**src/verilog/lsu_settings.svh**
```systemverilog
`ifndef LSU_SETTINGS_SVH
`define LSU_SETTINGS_SVH

// byte address width.
`define LSU_ADDR_W 32

// data word width, four byte lanes.
`define LSU_DATA_W 32

// memory depth in words, indexed by addr[11:2].
`define LSU_MEM_WORDS 1024

// wait count width, 0 to 7 extra cycles per channel.
`define LSU_WAIT_BITS 3

`endif

```
**src/verilog/bus_pkg.sv**
```systemverilog
package bus_pkg;

  // response code on the R and B channels.
  typedef enum logic [1:0] {
    resp_okay   = 2'b00,
    resp_slverr = 2'b10
  } resp_e;

  // per-direction state of the memory model.
  typedef enum logic [1:0] {
    sr_idle = 2'b00,
    sr_wait = 2'b01,
    sr_resp = 2'b10
  } sram_state_e;

endpackage

```
**src/verilog/lsu_pkg.sv**
```systemverilog
package lsu_pkg;

  // access size of a core-side request.
  typedef enum logic [1:0] {
    size_byte = 2'b00,
    size_half = 2'b01,
    size_word = 2'b10
  } mem_size_e;

  // load/store controller states.
  typedef enum logic [2:0] {
    st_idle  = 3'd0,
    st_raddr = 3'd1,
    st_rdata = 3'd2,
    st_waddr = 3'd3,
    st_wdata = 3'd4,
    st_bresp = 3'd5,
    st_done  = 3'd6
  } lsu_state_e;

endpackage

```
**src/verilog/lsu_ctrl.sv**
```systemverilog
`include "lsu_settings.svh"

module lsu_ctrl (
  input  logic                     clk,
  input  logic                     rst,
  input  logic                     ren,
  input  logic                     wen,
  input  logic [`LSU_ADDR_W-1:0]   addr,
  input  logic [`LSU_DATA_W-1:0]   wdata,
  input  lsu_pkg::mem_size_e       size,
  input  logic                     sext,
  output logic [`LSU_DATA_W-1:0]   rdata,
  output logic                     read_done,
  output logic                     write_done,
  output logic [`LSU_ADDR_W-1:0]   araddr,
  output logic                     arvalid,
  input  logic                     arready,
  output logic                     rready,
  input  logic [`LSU_DATA_W-1:0]   rdata_bus,
  input  bus_pkg::resp_e           rresp,
  input  logic                     rvalid,
  output logic [`LSU_ADDR_W-1:0]   awaddr,
  output logic                     awvalid,
  input  logic                     awready,
  output logic [`LSU_DATA_W-1:0]   wdata_bus,
  output logic [`LSU_DATA_W/8-1:0] wstrb,
  output logic                     wvalid,
  input  logic                     wready,
  input  bus_pkg::resp_e           bresp,
  input  logic                     bvalid,
  output logic                     bready
);

  lsu_pkg::lsu_state_e      state;
  logic                     is_read;
  logic [1:0]               lane;
  logic [`LSU_DATA_W/8-1:0] strb_base;
  logic [`LSU_DATA_W-1:0]   shifted;
  logic [`LSU_DATA_W-1:0]   load_val;

  assign lane = addr[1:0];

  always_ff @(posedge clk) begin
    if (rst) begin
      state   <= lsu_pkg::st_idle;
      is_read <= 1'b0;
    end else begin
      case (state)
        lsu_pkg::st_idle: begin
          if (ren) begin
            state   <= lsu_pkg::st_raddr;
            is_read <= 1'b1;
          end else if (wen) begin
            state   <= lsu_pkg::st_waddr;
            is_read <= 1'b0;
          end
        end
        lsu_pkg::st_raddr: begin
          if (arready) begin
            state <= lsu_pkg::st_rdata;
          end
        end
        lsu_pkg::st_rdata: begin
          if (rvalid) begin // an error response reissues the read.
            state <= (rresp == bus_pkg::resp_okay) ? lsu_pkg::st_done : lsu_pkg::st_raddr;
          end
        end
        lsu_pkg::st_waddr: begin
          if (awready) begin
            state <= lsu_pkg::st_wdata;
          end
        end
        lsu_pkg::st_wdata: begin
          if (wready) begin
            state <= lsu_pkg::st_bresp;
          end
        end
        lsu_pkg::st_bresp: begin
          if (bvalid) begin
            state <= (bresp == bus_pkg::resp_okay) ? lsu_pkg::st_done : lsu_pkg::st_waddr;
          end
        end
        default: state <= lsu_pkg::st_idle; // st_done lasts one cycle.
      endcase
    end
  end

  // channel handshakes follow the state.
  assign arvalid = (state == lsu_pkg::st_raddr);
  assign rready  = (state == lsu_pkg::st_rdata);
  assign awvalid = (state == lsu_pkg::st_waddr);
  assign wvalid  = (state == lsu_pkg::st_wdata);
  assign bready  = (state == lsu_pkg::st_bresp);

  assign read_done  = (state == lsu_pkg::st_done) && is_read;
  assign write_done = (state == lsu_pkg::st_done) && !is_read;

  assign araddr = addr;
  assign awaddr = addr;

  always_comb begin
    case (size)
      lsu_pkg::size_byte: begin
        wdata_bus = {4{wdata[7:0]}};
        strb_base = 4'b0001;
      end
      lsu_pkg::size_half: begin
        wdata_bus = {2{wdata[15:0]}};
        strb_base = 4'b0011;
      end
      default: begin
        wdata_bus = wdata;
        strb_base = 4'b1111;
      end
    endcase
  end

  assign wstrb = strb_base << lane; // aligned, so no lane wraps.

  // move the addressed lane down to bit 0.
  assign shifted = rdata_bus >> {lane, 3'b000};

  always_comb begin
    case (size)
      lsu_pkg::size_byte: load_val = {{(`LSU_DATA_W-8){sext & shifted[7]}}, shifted[7:0]};
      lsu_pkg::size_half: load_val = {{(`LSU_DATA_W-16){sext & shifted[15]}}, shifted[15:0]};
      default:            load_val = shifted;
    endcase
  end

  always_ff @(posedge clk) begin
    if (rvalid && rready && (rresp == bus_pkg::resp_okay)) begin
      rdata <= load_val; // held until the next load.
    end
  end

endmodule

```
**config.mk**
```make
export PLATFORM = sky130hd
export DESIGN_NAME = lsu_ctrl
export DESIGN_NICKNAME = d
export VERILOG_FILES = /design/src/verilog/bus_pkg.sv /design/src/verilog/lsu_pkg.sv /design/src/verilog/lsu_ctrl.sv
export VERILOG_INCLUDE_DIRS = /design/src /design/src/verilog
export SDC_FILE = /design/constraint.sdc
export NUM_CORES = 1
export LEC_CHECK = 0
export ABC_AREA = 1
export BUFFER_PORTS_ARGS = -buffer_cell sky130_fd_sc_hd__buf_2
export CAP_MARGIN = 0
export CELL_PAD_IN_SITES_DETAIL_PLACEMENT = 1
export CELL_PAD_IN_SITES_GLOBAL_PLACEMENT = 1
export CORE_ASPECT_RATIO = 0.75
export CORE_MARGIN = 2
export CORE_UTILIZATION = 28
export DETAILED_ROUTE_END_ITERATION = 12
export GPL_TIMING_DRIVEN = 0
export PLACE_DENSITY = 0.87
export SLEW_MARGIN = 40
export SYNTH_ARGS = -nofsm -noshare
export SYNTH_HDL_FRONTEND = slang
export SYNTH_SLANG_ARGS = --single-unit
```
**constraint.sdc**
```tcl
create_clock -name clk -period 6.1 [get_ports clk]
set_input_delay 0.61 -clock clk [delete_from_list [all_inputs] [get_ports clk]]
set_output_delay 0.61 -clock clk [all_outputs]
set_load 0.03 [all_outputs]
```
==> qor.txt <==
I/O pins - 251
Routed via count - 3,639
Drt pass-1 iters - 4
Ys async rst share - 0
Max_slew headroom - 0.6146
DRC viols - 0
Clock skew - 4.516 ps
CP Data Arrival Time - 1950 ps
Final TNS setup - 0 ps
Hold buffer count at CTS - 0
Setup Crit Path Kind - primary input to output pin
Synth Area in Compound Gates - 0.1109
Startpoint Class - primary input
Ranking of synthesized cells by area - edfxtp_1 (31%), buf_4 (19%), nand2_1 (14%)
Synth Area in XOR/XNOR - 0
Worst path required time - 5490 ps
Largest family of logic cells by synthesized area - buffers and inverters
Met1 Use GR - 0.2523
GRT Max-Usage Layer - met2
Drt total wl - 13,010 um
Root buf cell - clkbuf_16
Crit share post-route - 0.4203
GP Congestion - 0.8729
Area of the core - 10,900 um2
Yosys cell types - 30
Cells after Synth - 431
Fmax - 390.0 MHz
HP Class - flop to flop
WP depth - 6
Die W - 125.8 um
Commonest cells post-synth - nand2_1 (114), buf_4 (78), inv_1 (51)
RSZ-0062 raised after global routing - false
Synth Area in Simple Gates - 0.2685
Post-synth top area share - 0.3087
FF-to-FF setup slack - 4260 ps
Post-synthesis sequential area ratio - 0.3344
Initial antenna violation count - 3
Synthesized flop and latch total - 36
GRT Residual Overflow - 0
Syn-to-layout area delta - 47.19%
I/O Buffers - 218
Reg-to-Reg Start - state[1]
Reg clk slew, reported paths - 60 ps
Most frequent cell after synthesis - nand2_1
Largest net degree at the start of global routing - 23
Syn_nets - 543
Synthesized area - 3113 um2
CTS buffer count - 5
Die ar. - 11,990 um2
M3 GR Usage - 0.04489
Met2 usage - 0.3869
Final nets - 769
Reg2reg end - rdata[1]
Total GRT Usage - 0.2105
Yosys top cell by area - edfxtp_1
R2R cell count - 5
Status - completed
DR WL/cell - 16.24 um
Initial DRC count - 199
Fillers - 1,453
Max Cap Viol - 0
Post-route ant nets - 0
Worst-Skew Late Latency - 280 ps
Critical path destination - wdata_bus[11]
Worst Path Buf+Inv - 3
Setup bufs post-CTS - 0
TritonCTS clock tree - built
DP HPWL - 11,070 um
Worst hold slack - 516.4 ps
Crit path time final - 2564 ps
Vias per cell - 4.543
Post-synth EDFFs - 32
Yosys warns - 0
CP startpoint - size[1]
Resized cells post-CTS - 0
Top delay family on crit path - simple AND/OR/NAND/NOR gates
Max-slew violations - 0
H-tree depth - 2
# clock sinks - 36
Top FF cell, synth - edfxtp_1
Number of global-route vias before repair - 3,770
Worst-Margin Slew - 577.4 ps
CP max stage cell - nor2_2
Setup crit end kind - output pin
Crit Path Max Fanout - 10
First-pass GRT wire length - 19,700 um
Die height - 95.32 um
Worst vdd ir - 0.1222 mV
Worst-path cell chain - buf_4 > nor2_2 > buf_4 > nand2_1 > nand2_1 > buf_2
Worst path max stage delay - 480 ps
Pwr/cell area - 230.9 nW/um2
Avg Cell Area, Syn - 7.223 um2
Leakage - 2.642 nW
Final Hold Viols - 0
Share of layout cells above drive strength 1 - 0.5015
Mux contribution to synthesized area - 0.003215
# rows - 33
Post-Synth Adder-Cell Area - 0
Final setup vio count - 0
Initial Util - 0.2856
Bufs on Longest Clock Path - 2
## stage by stage
step	cells	power (mW)	util	instance area, um2	setup slack [ps]
2_1_floorplan	431	0.6178	-	3113	3452
3_3_place_gp	789	0.7401	0.4017	4379	2802
3_5_place_dp	790	0.7583	0.4038	4402	3568
4_1_cts	798	1.060	0.4197	4574	3565
5_1_grt	799	1.111	0.4199	4577	3458
6_report	801	1.058	0.4203	4582	3536
## kinds of logic after synthesis
logic type	count (synthesis)
buf+inv	144
simple gates	194
compound gates	56
flops	36
mux	1
## cell usage in the layout (no fill, tap or decap), types with 3 or more instances in the layout
cell	n
nand3_1	32
inv_1	51
a21oi_1	18
buf_4	78
diode_2	3
nor2_1	33
clkbuf_16	5
buf_6	5
edfxtp_1	32
buf_2	224
o21ai_0	21
nor2_2	4
o221ai_1	6
dfxtp_1	4
nand2_1	114
o211ai_1	5
## routing by layer
metal / share of wire / vias to the layer above
li1: - / 1769
met2: 0.50 / 151
met4: 0.018 / 2
met1: 0.41 / 1697
met3: 0.070 / 20
met5: 0.0012 / -
## flip-flops by register name, indices dropped and copies added (netlist names)
register	cells
rdata	32
state	3
is_read	1
## report_power, final
part	internal, mW	leakage [nW]	switching [mW]
Sequential	0.289	0.325	0.00863
Combinational	0.153	2.23	0.304
Clock	0.203	0.0845	0.0998
Total	0.645	2.64	0.413
## worst min-delay path: stages (launching register included)
cell,delay [ps]
dfxtp_1,320
o21ai_0,80
a21oi_1,70
## worst min path at each step
stage | depth (start not counted) | endpoint | start
2_1_floorplan | 2 | is_read | is_read
3_3_place_gp | 2 | is_read | is_read
3_5_place_dp | 2 | is_read | is_read
4_1_cts | 2 | is_read | is_read
5_1_grt | 2 | state[2] | rst
6_report | 2 | is_read | is_read
## final cells by class
cell class              instances  area (um2)  share of cell area
inverters                      53       201.4             0.04397
clock inverters                 2       33.78            0.007373
multi-input cells             251        1199              0.2616
repair buffers                219        1106              0.2414
clock buffers                   6       138.9             0.03031
plain buffers                  91       679.4              0.1483
well taps                     140       175.2             0.03823
flip-flops and latches         36        1041              0.2272
diodes                          3       7.507            0.001638
Power figures use the tool's default switching activity.
