## src/verilog/lsu_settings.svh

```systemverilog
`ifndef LSU_SETTINGS_SVH
`define LSU_SETTINGS_SVH

// byte address width.
`define LSU_ADDR_W 32

// data word width, four byte lanes.
`define LSU_DATA_W 32

// memory depth in words, indexed by addr[11:2].
`define LSU_MEM_WORDS 1024

// wait count width, 0 to 7 extra cycles per channel.
`define LSU_WAIT_BITS 3

`endif

```

## src/verilog/wait_lfsr.sv

```systemverilog
`include "lsu_settings.svh"

module wait_lfsr (
  input  logic                      clk,
  input  logic                      rst,
  output logic [`LSU_WAIT_BITS-1:0] wait_val
);

  logic [7:0] lfsr;
  logic       feedback;

  // x^8 + x^6 + x^5 + x^4 + 1, maximal length.
  assign feedback = lfsr[7] ^ lfsr[5] ^ lfsr[4] ^ lfsr[3];

  always_ff @(posedge clk) begin
    if (rst) begin
      lfsr <= 8'hA5; // any nonzero seed.
    end else begin
      lfsr <= {lfsr[6:0], feedback};
    end
  end

  assign wait_val = lfsr[`LSU_WAIT_BITS-1:0];

endmodule
```

## config.mk

```make
export PLATFORM = sky130hd
export DESIGN_NAME = wait_lfsr
export DESIGN_NICKNAME = d
export VERILOG_FILES = /design/src/verilog/wait_lfsr.sv
export VERILOG_INCLUDE_DIRS = /design/src /design/src/verilog
export SDC_FILE = /design/constraint.sdc
export NUM_CORES = 1
export LEC_CHECK = 0
export ABC_CLOCK_PERIOD_IN_PS = 1000
export BUFFER_PORTS_ARGS = -buffer_cell sky130_fd_sc_hd__buf_4
export CORE_AREA = 2 2 39 41
export CTS_CLUSTER_SIZE = 30
export DETAILED_ROUTE_END_ITERATION = 12
export DIE_AREA = 0 0 41 43
export HOLD_SLACK_MARGIN = 0.02
export PLACE_DENSITY = 0.35
export SLEW_MARGIN = 20
export SYNTH_ARGS = -nofsm -noshare
export SYNTH_HDL_FRONTEND = slang
export SYNTH_SLANG_ARGS = --single-unit
export TNS_END_PERCENT = 20
```

## constraint.sdc

```tcl
create_clock -name clk -period 1 [get_ports clk]
set_clock_uncertainty 0.15 [all_clocks]
set_input_delay 0.2 -clock clk [delete_from_list [all_inputs] [get_ports clk]]
set_output_delay 0.2 -clock clk [all_outputs]
set_load 0.05 [all_outputs]
```

==> results.py, run 1 <==
metrics = {
    "global_route": {
        "grt_pass1_wl_um": 641,
        "grt_start_max_net_pins": 6,
        "grt_pass1_vias": 154,
        "grt_util_all_layers_pct": 6.344,
        "grt_antenna_before_repair": 0,
        "grt.overflow.total": 0,
    },
    "clock_network": {
        "tritoncts.num_buffers": 3,
        "clock-sinks": 8,
        "maximum_clock_insertion_buffer_count": 2,
        "postCtsHoldBufs": 1,
        "path_clk_slew_ns": 0.05,
        "worst_skew_pair.late_latency_ns": 0.25,
        "clock_tree.root_cell": "clkbuf_4",
        "tritoncts": "done",
        "h-tree-depth": 1,
    },
    "timing": {
        "final-max-slew-violation-count": 0,
        "max_freq_ghz": 0.9217,
        "timing.final.hold_violations": 0,
        "setup_viol_count_final": 3,
        "setup_repair_after_global_routing_missed_its_margin": "true",
        "worst_pin_slew_ns": 0.1671,
        "max_slew_margin_pct": 88.86,
        "post-route-worst-setup-slack_ns": -0.08492,
        "fin_crit_ns": 1.085,
        "setup_total_negative_slack_ns": -0.2469,
        "final_worst_path_cycle_share_pct": 108.5,
        "holdWs_ns": 0.009885,
    },
    "synth": {
        "yosysMostFrequentCell": "dfxtp_1",
        "synth_warnings": 0,
        "netlist_area_um2": 259.0,
        "synth-async-reset-ratio_pct": 0,
        "synth_largest_area_cell": "dfxtp_1",
        "synthTopCellsByCount": "dfxtp_1, nor2b_1, buf_4, or2_2, xor2_1",
        "post_synth.cell_area_avg_um2": 11.77,
        "synth_edf_count": 0,
        "fraction_of_synthesized_cell_area_taken_by_the_top_area_cell_type_pct": 61.84,
        "synth.ff_latch_count": 8,
        "ys_top_cells_by_area": "dfxtp_1, nor2b_1, buf_4",
        "gate_count_after_technology_mapping": 22,
        "postSynth.topFlopCell": "dfxtp_1",
        "synth_sequential_area_ratio_pct": 61.84,
        "ys_types": 7,
        "mapped_nets": 24,
    },
    "placement": {
        "place_area_um2": 286.5,
        "gp_congestion": 0.5749,
        "port-buffer-count": 4,
    },
    "worst_hold_path": {
        "worst_hold_path.endpoint": "lfsr[0]$_SDFF_PP1_",
        "whs_path_depth": 2,
        "hold_start": "rst",
        "worst_hold_path_type": "input pin to flip-flop",
    },
    "detailed_routing": {
        "antenna_left": 0,
        "drt-wirelength-per-cell_um": 8.070,
        "detailed_route_drc_error_count": 0,
        "vias_per_cell": 3.488,
        "initialDrtViolationCount": 3,
        "wirelength_um": 347,
        "detailedRoute.firstPassIterationCount": 2,
        "vias": 150,
    },
    "setup_path": {
        "critical_path_class": "flip-flop to output port",
        "critical_path.max_fanout": 2,
        "reg2reg_slack_ns": 0.04,
        "critical_path.endpoint_type": "output port",
        "slowest_stage": "dfxtp_2",
        "worst_r2r_startpoint": "lfsr[4]$_SDFF_PP0_",
        "critical_path.cell_chain": "buf_8",
        "rr_worst_depth": 3,
        "worstPathRequired_ns": 0.65,
        "slowest_delay_ns": 0.34,
        "timing.rr.end": "lfsr[0]$_SDFF_PP1_",
        "critical_path_buf_inv_count": 1,
        "crit_arrival_ns": 0.73,
        "crit_family": "flip-flops",
        "worstSetupStartpointType": "flip-flop",
    },
    "floorplan": {
        "initial_core_util_pct": 18.72,
        "fp.dieH_um": 43,
        "floorplan.core_area_mm2": 0.001384,
        "placement_rows": 14,
        "die_w_um": 41,
        "pin_count": 5,
        "design.die.area_mm2": 0.001763,
    },
    "layout": {
        "registers.top_by_ff_count": "lfsr",
        "flow.area_growth_from_synthesis_pct": 38.16,
        "num_antenna_cells": 0,
        "postLayoutCellArea_um2": 357.8,
        "fillerInstances": 148,
        "num-nets-final": 31,
        "reg.largest.list": "lfsr: 8 flops",
        "largest_reg_flops": 8,
        "finalCoreUtilization_pct": 25.86,
        "drive_above_1_share_pct": 59.26,
    },
    "pwr": {
        "power_per_cell_area_mw_per_mm2": 2144,
        "vdd.ir_drop.worst_uv": 813.2,
        "leakage_power_nw": 0.1536,
    },
    "status": {
        "violations": "setup timing",
        "outcome": "complete, but fails checks",
    },
    "job": {
        "maxCapViolations": 0,
    },
}
==> placed cells by master (no fill, tap or decap) <==
cell / netlist / routed
clkbuf_4: 0 / 3
dfxtp_1: 8 / 3
buf_4: 3 / 1
buf_8: 0 / 3
nor2b_1: 4 / 4
nand2b_1: 1 / 1
dfxtp_2: 0 / 5
xor2_2: 0 / 1
xor2_1: 2 / 1
or2_2: 3 / 3
dlymetal6s4s_1: 0 / 1
xnor2_1: 1 / 1
==> cell families after synthesis <==
group / share of synthesized area (%)
DFF: 61.83
buffers and inverters: 8.695
and+or+nand+nor: 19.32
xor gates and xnor gates: 10.15
==> layout make-up <==
class	instances	area (um^2)	share of cell area, %
well taps	16	20.02	5.594
clock buffers	3	22.52	6.294
repair buffers	5	65.06	18.18
flip-flops and latches	8	166.4	46.50
multi-input cells	11	83.83	23.43
==> power by group <==
part / internal [mW] / switching (mW)
clock: 0.137 / 0.104
combinational: 0.0737 / 0.0765
sequential: 0.355 / 0.0211
total: 0.565 / 0.202
==> what timing repair did <==
| action | in CTS | in global routing |
|---|---|---|
| pin swaps | 0 | 1 |
| hold endpoints to repair | 4 | 4 |
| setup endpoints to repair | 3 | 8 |
| resized for setup | 8 | 5 |
| buffers inserted | 0 | 0 |
==> worst max path at each step <==
stage               slack, ns               start  cells after the start                 end
finish                  -0.08  lfsr[2]$_SDFF_PP1_                      1         wait_val[2]
global route            -0.12  lfsr[0]$_SDFF_PP1_                      1         wait_val[0]
CTS                      -0.1  lfsr[1]$_SDFF_PP0_                      1         wait_val[1]
detailed placement       0.03  lfsr[4]$_SDFF_PP0_                      3  lfsr[0]$_SDFF_PP1_
global placement         0.02  lfsr[3]$_SDFF_PP0_                      3  lfsr[0]$_SDFF_PP1_
floorplan                0.08  lfsr[4]$_SDFF_PP0_                      3  lfsr[0]$_SDFF_PP1_
==> layer usage <==
| metal | GRT usage (%) | part of all wire (%) | routed length [um] | vias up |
|---|---|---|---|---|
| met2 | 6.250 | 42 | 146 | 6 |
| met4 | 6.000 | 2.3 | 8 | 0 |
| met5 | 0 | 0 | 0 | - |
| li1 | - | - | - | 72 |
| met1 | 7.143 | 43 | 148 | 69 |
| met3 | 6.283 | 12 | 43 | 3 |
==> stage by stage <==
stage               cells  total power, mW  setup WS, ns
CTS                    43           0.7765      -0.09784
finish                 43           0.7672      -0.08492
global placement       39           0.4952       0.01540
detailed placement     39           0.4948       0.03000
global route           43           0.8196       -0.1188
floorplan              22           0.4800       0.07500
No activity file was read; power rests on OpenSTA's default activity.
==> inputs of run 2 (changes only) <==
==> constraint.sdc (replaced) <==
create_clock -name clk -period 1 [get_ports clk]
set_clock_uncertainty 0.15 [all_clocks]
set_input_delay 0 -clock clk [delete_from_list [all_inputs] [get_ports clk]]
set_output_delay 0 -clock clk [all_outputs]
set_load 0.05 [all_outputs]
==> results.py, run 2 (same netlist as run 1, synthesis figures left out) <==
metrics = {
    "layout": {
        "reg.largest.list": "lfsr: 8 flops",
        "flow.area_growth_from_synthesis_pct": 27.54,
        "drive_above_1_share_pct": 51.85,
        "num_antenna_cells": 0,
        "ff_latch_area_um2": 163.9,
        "largest_reg_flops": 8,
        "registers.top_by_ff_count": "lfsr",
        "final-instance-count-excl-fill": 43,
        "multiInputGateArea_um2": 83.83,
        "num-nets-final": 31,
        "fillerInstances": 147,
        "most_frequent_standard_cell_in_the_layout_excluding_fill_and_tap_cells": "dfxtp_1",
        "final_cell_mix": "dfxtp_1, nor2b_1, buf_4",
    },
    "global_route": {
        "grt_util_all_layers_pct": 6.143,
        "grt_antenna_before_repair": 0,
        "grt_pass1_wl_um": 621,
        "grt_pass1_vias": 156,
        "grt.overflow.total": 0,
        "grt_start_max_net_pins": 9,
    },
    "timing": {
        "worst_pin_slew_ns": 0.1568,
        "setup_repair_after_global_routing_missed_its_margin": "false",
        "max_freq_ghz": 1.015,
        "setup_total_negative_slack_ns": 0,
        "max_slew_margin_pct": 89.51,
        "fin_crit_ns": 0.9854,
        "final-max-slew-violation-count": 0,
        "final_worst_path_cycle_share_pct": 98.54,
        "setup_viol_count_final": 0,
        "timing.final.hold_violations": 0,
    },
    "setup_path": {
        "crit_arrival_ns": 0.97,
        "worstPathRequired_ns": 0.99,
        "critical_path_class": "input pin to flip-flop",
        "critical_path.endpoint_type": "flip-flop",
        "reg2reg_slack_ns": 0.04,
        "critical_path.max_fanout": 8,
        "worstSetupStartpointType": "input pin",
    },
    "pwr": {
        "share_seq_of_total_power_pct": 49.8,
        "vdd.ir_drop.worst_uv": 741.0,
        "p_switching_uw": 197.9,
        "leakage_power_nw": 0.1365,
        "share_comb_of_total_power_pct": 17.4,
        "totalPowerFinal_uw": 738.2,
        "power_per_cell_area_mw_per_mm2": 2235,
        "switching_share_pct": 26.81,
        "internal-power_uw": 540.3,
        "power.share.clock_pct": 32.8,
    },
    "clock_network": {
        "clock-sinks": 8,
        "h-tree-depth": 1,
        "number_of_buffers_inserted_to_repair_setup_after_cts": 0,
        "tritoncts.num_buffers": 3,
        "worst_skew_pair.late_latency_ns": 0.25,
        "maximum_clock_insertion_buffer_count": 2,
        "tritoncts": "done",
        "path_clk_slew_ns": 0.05,
        "clock_tree.root_cell": "clkbuf_4",
    },
    "detailed_routing": {
        "detailed_route_drc_error_count": 0,
        "vias_per_cell": 3.372,
        "wirelength_um": 348,
        "initialDrtViolationCount": 3,
        "detailedRoute.firstPassIterationCount": 2,
        "drt-wirelength-per-cell_um": 8.093,
        "antenna_left": 0,
        "vias": 145,
    },
    "floorplan": {
        "initial_core_util_pct": 18.72,
        "pin_count": 5,
        "placement_rows": 14,
        "design.die.area_mm2": 0.001763,
        "fp.dieH_um": 43,
        "die_w_um": 41,
        "floorplan.core_area_mm2": 0.001384,
    },
    "job": {
        "maxCapViolations": 0,
    },
    "placement": {
        "dpl.cell_count": 39,
        "port-buffer-count": 4,
        "gp_congestion": 0.5749,
    },
    "status": {
        "outcome": "complete, no violations",
    },
    "worst_hold_path": {
        "worst_hold_path_type": "flip-flop to flip-flop",
    },
}
## run 2: cell count changes in the layout (fill, tap and decap cells not counted)
cell / before / now
dlymetal6s4s_1: 1 / 0
dfxtp_2: 5 / 3
buf_8: 3 / 0
buf_4: 1 / 4
dlygate4sd3_1: 0 / 1
dfxtp_1: 3 / 5
## run 2: power by group through the flow
stage	logic (mW)	registers [mW]	clock network (mW)
finish	0.128	0.367	0.242
global route	0.134	0.371	0.285
CTS	0.129	0.363	0.258
detailed placement	0.125	0.369	0
global placement	0.126	0.370	0
floorplan	0.114	0.366	0
## run 2: per-layer routing
layer | track usage, % | vias to the layer above | share of wire, %
met1 | 6.169 | 68 | 43
met4 | 6.000 | 0 | 0
li1 | - | 72 | -
met2 | 6.563 | 5 | 44
met5 | 0 | - | 0
met3 | 6.283 | 0 | 12
## run 2: repair_timing
action                                  in CTS  in global routing
endpoints found under the setup margin       0                  1
resized for setup                            0                  4
endpoints found under the hold margin        8                  0
hold buffers                                 1                  0
## run 2: final timing paths
kind                      startpoint                 end  depth (start not counted)
setup / recovery                 rst  lfsr[5]$_SDFF_PP1_                          3
hold / removal    lfsr[6]$_SDFF_PP0_  lfsr[7]$_SDFF_PP1_                          1
setup reg to reg  lfsr[4]$_SDFF_PP0_  lfsr[0]$_SDFF_PP1_                          3
hold reg to reg   lfsr[6]$_SDFF_PP0_  lfsr[7]$_SDFF_PP1_                          1
## run 2: area by class of cell
class | instances | area share, %
Sequential cell | 8 | 49.62
Timing Repair Buffer | 5 | 12.12
Clock buffer | 3 | 6.818
Tap cell | 16 | 6.061
Multi-Input combinational cell | 11 | 25.38
## run 2: critical path, cell delays in order
cell and delay [ns]:
dlygate4sd3_1 0.53, buf_4 0.16, or2_2 0.28
## run 2: per-stage QoR
| stage | hold slack [ns] | area, um^2 | setup slack [ns] | utilization, % |
|---|---|---|---|---|
| 2_1_floorplan | -0.07839 | 259.0 | 0.07500 | - |
| 3_3_place_gp | 0.06957 | 286.5 | 0.01540 | 20.71 |
| 3_5_place_dp | 0.07376 | 286.5 | 0.03000 | 20.71 |
| 4_1_cts | 0.2559 | 319.1 | 0.01130 | 23.06 |
| 5_1_grt | 0.2774 | 330.3 | 0.0007617 | 23.87 |
| 6_report | 0.2543 | 330.3 | 0.01455 | 23.87 |
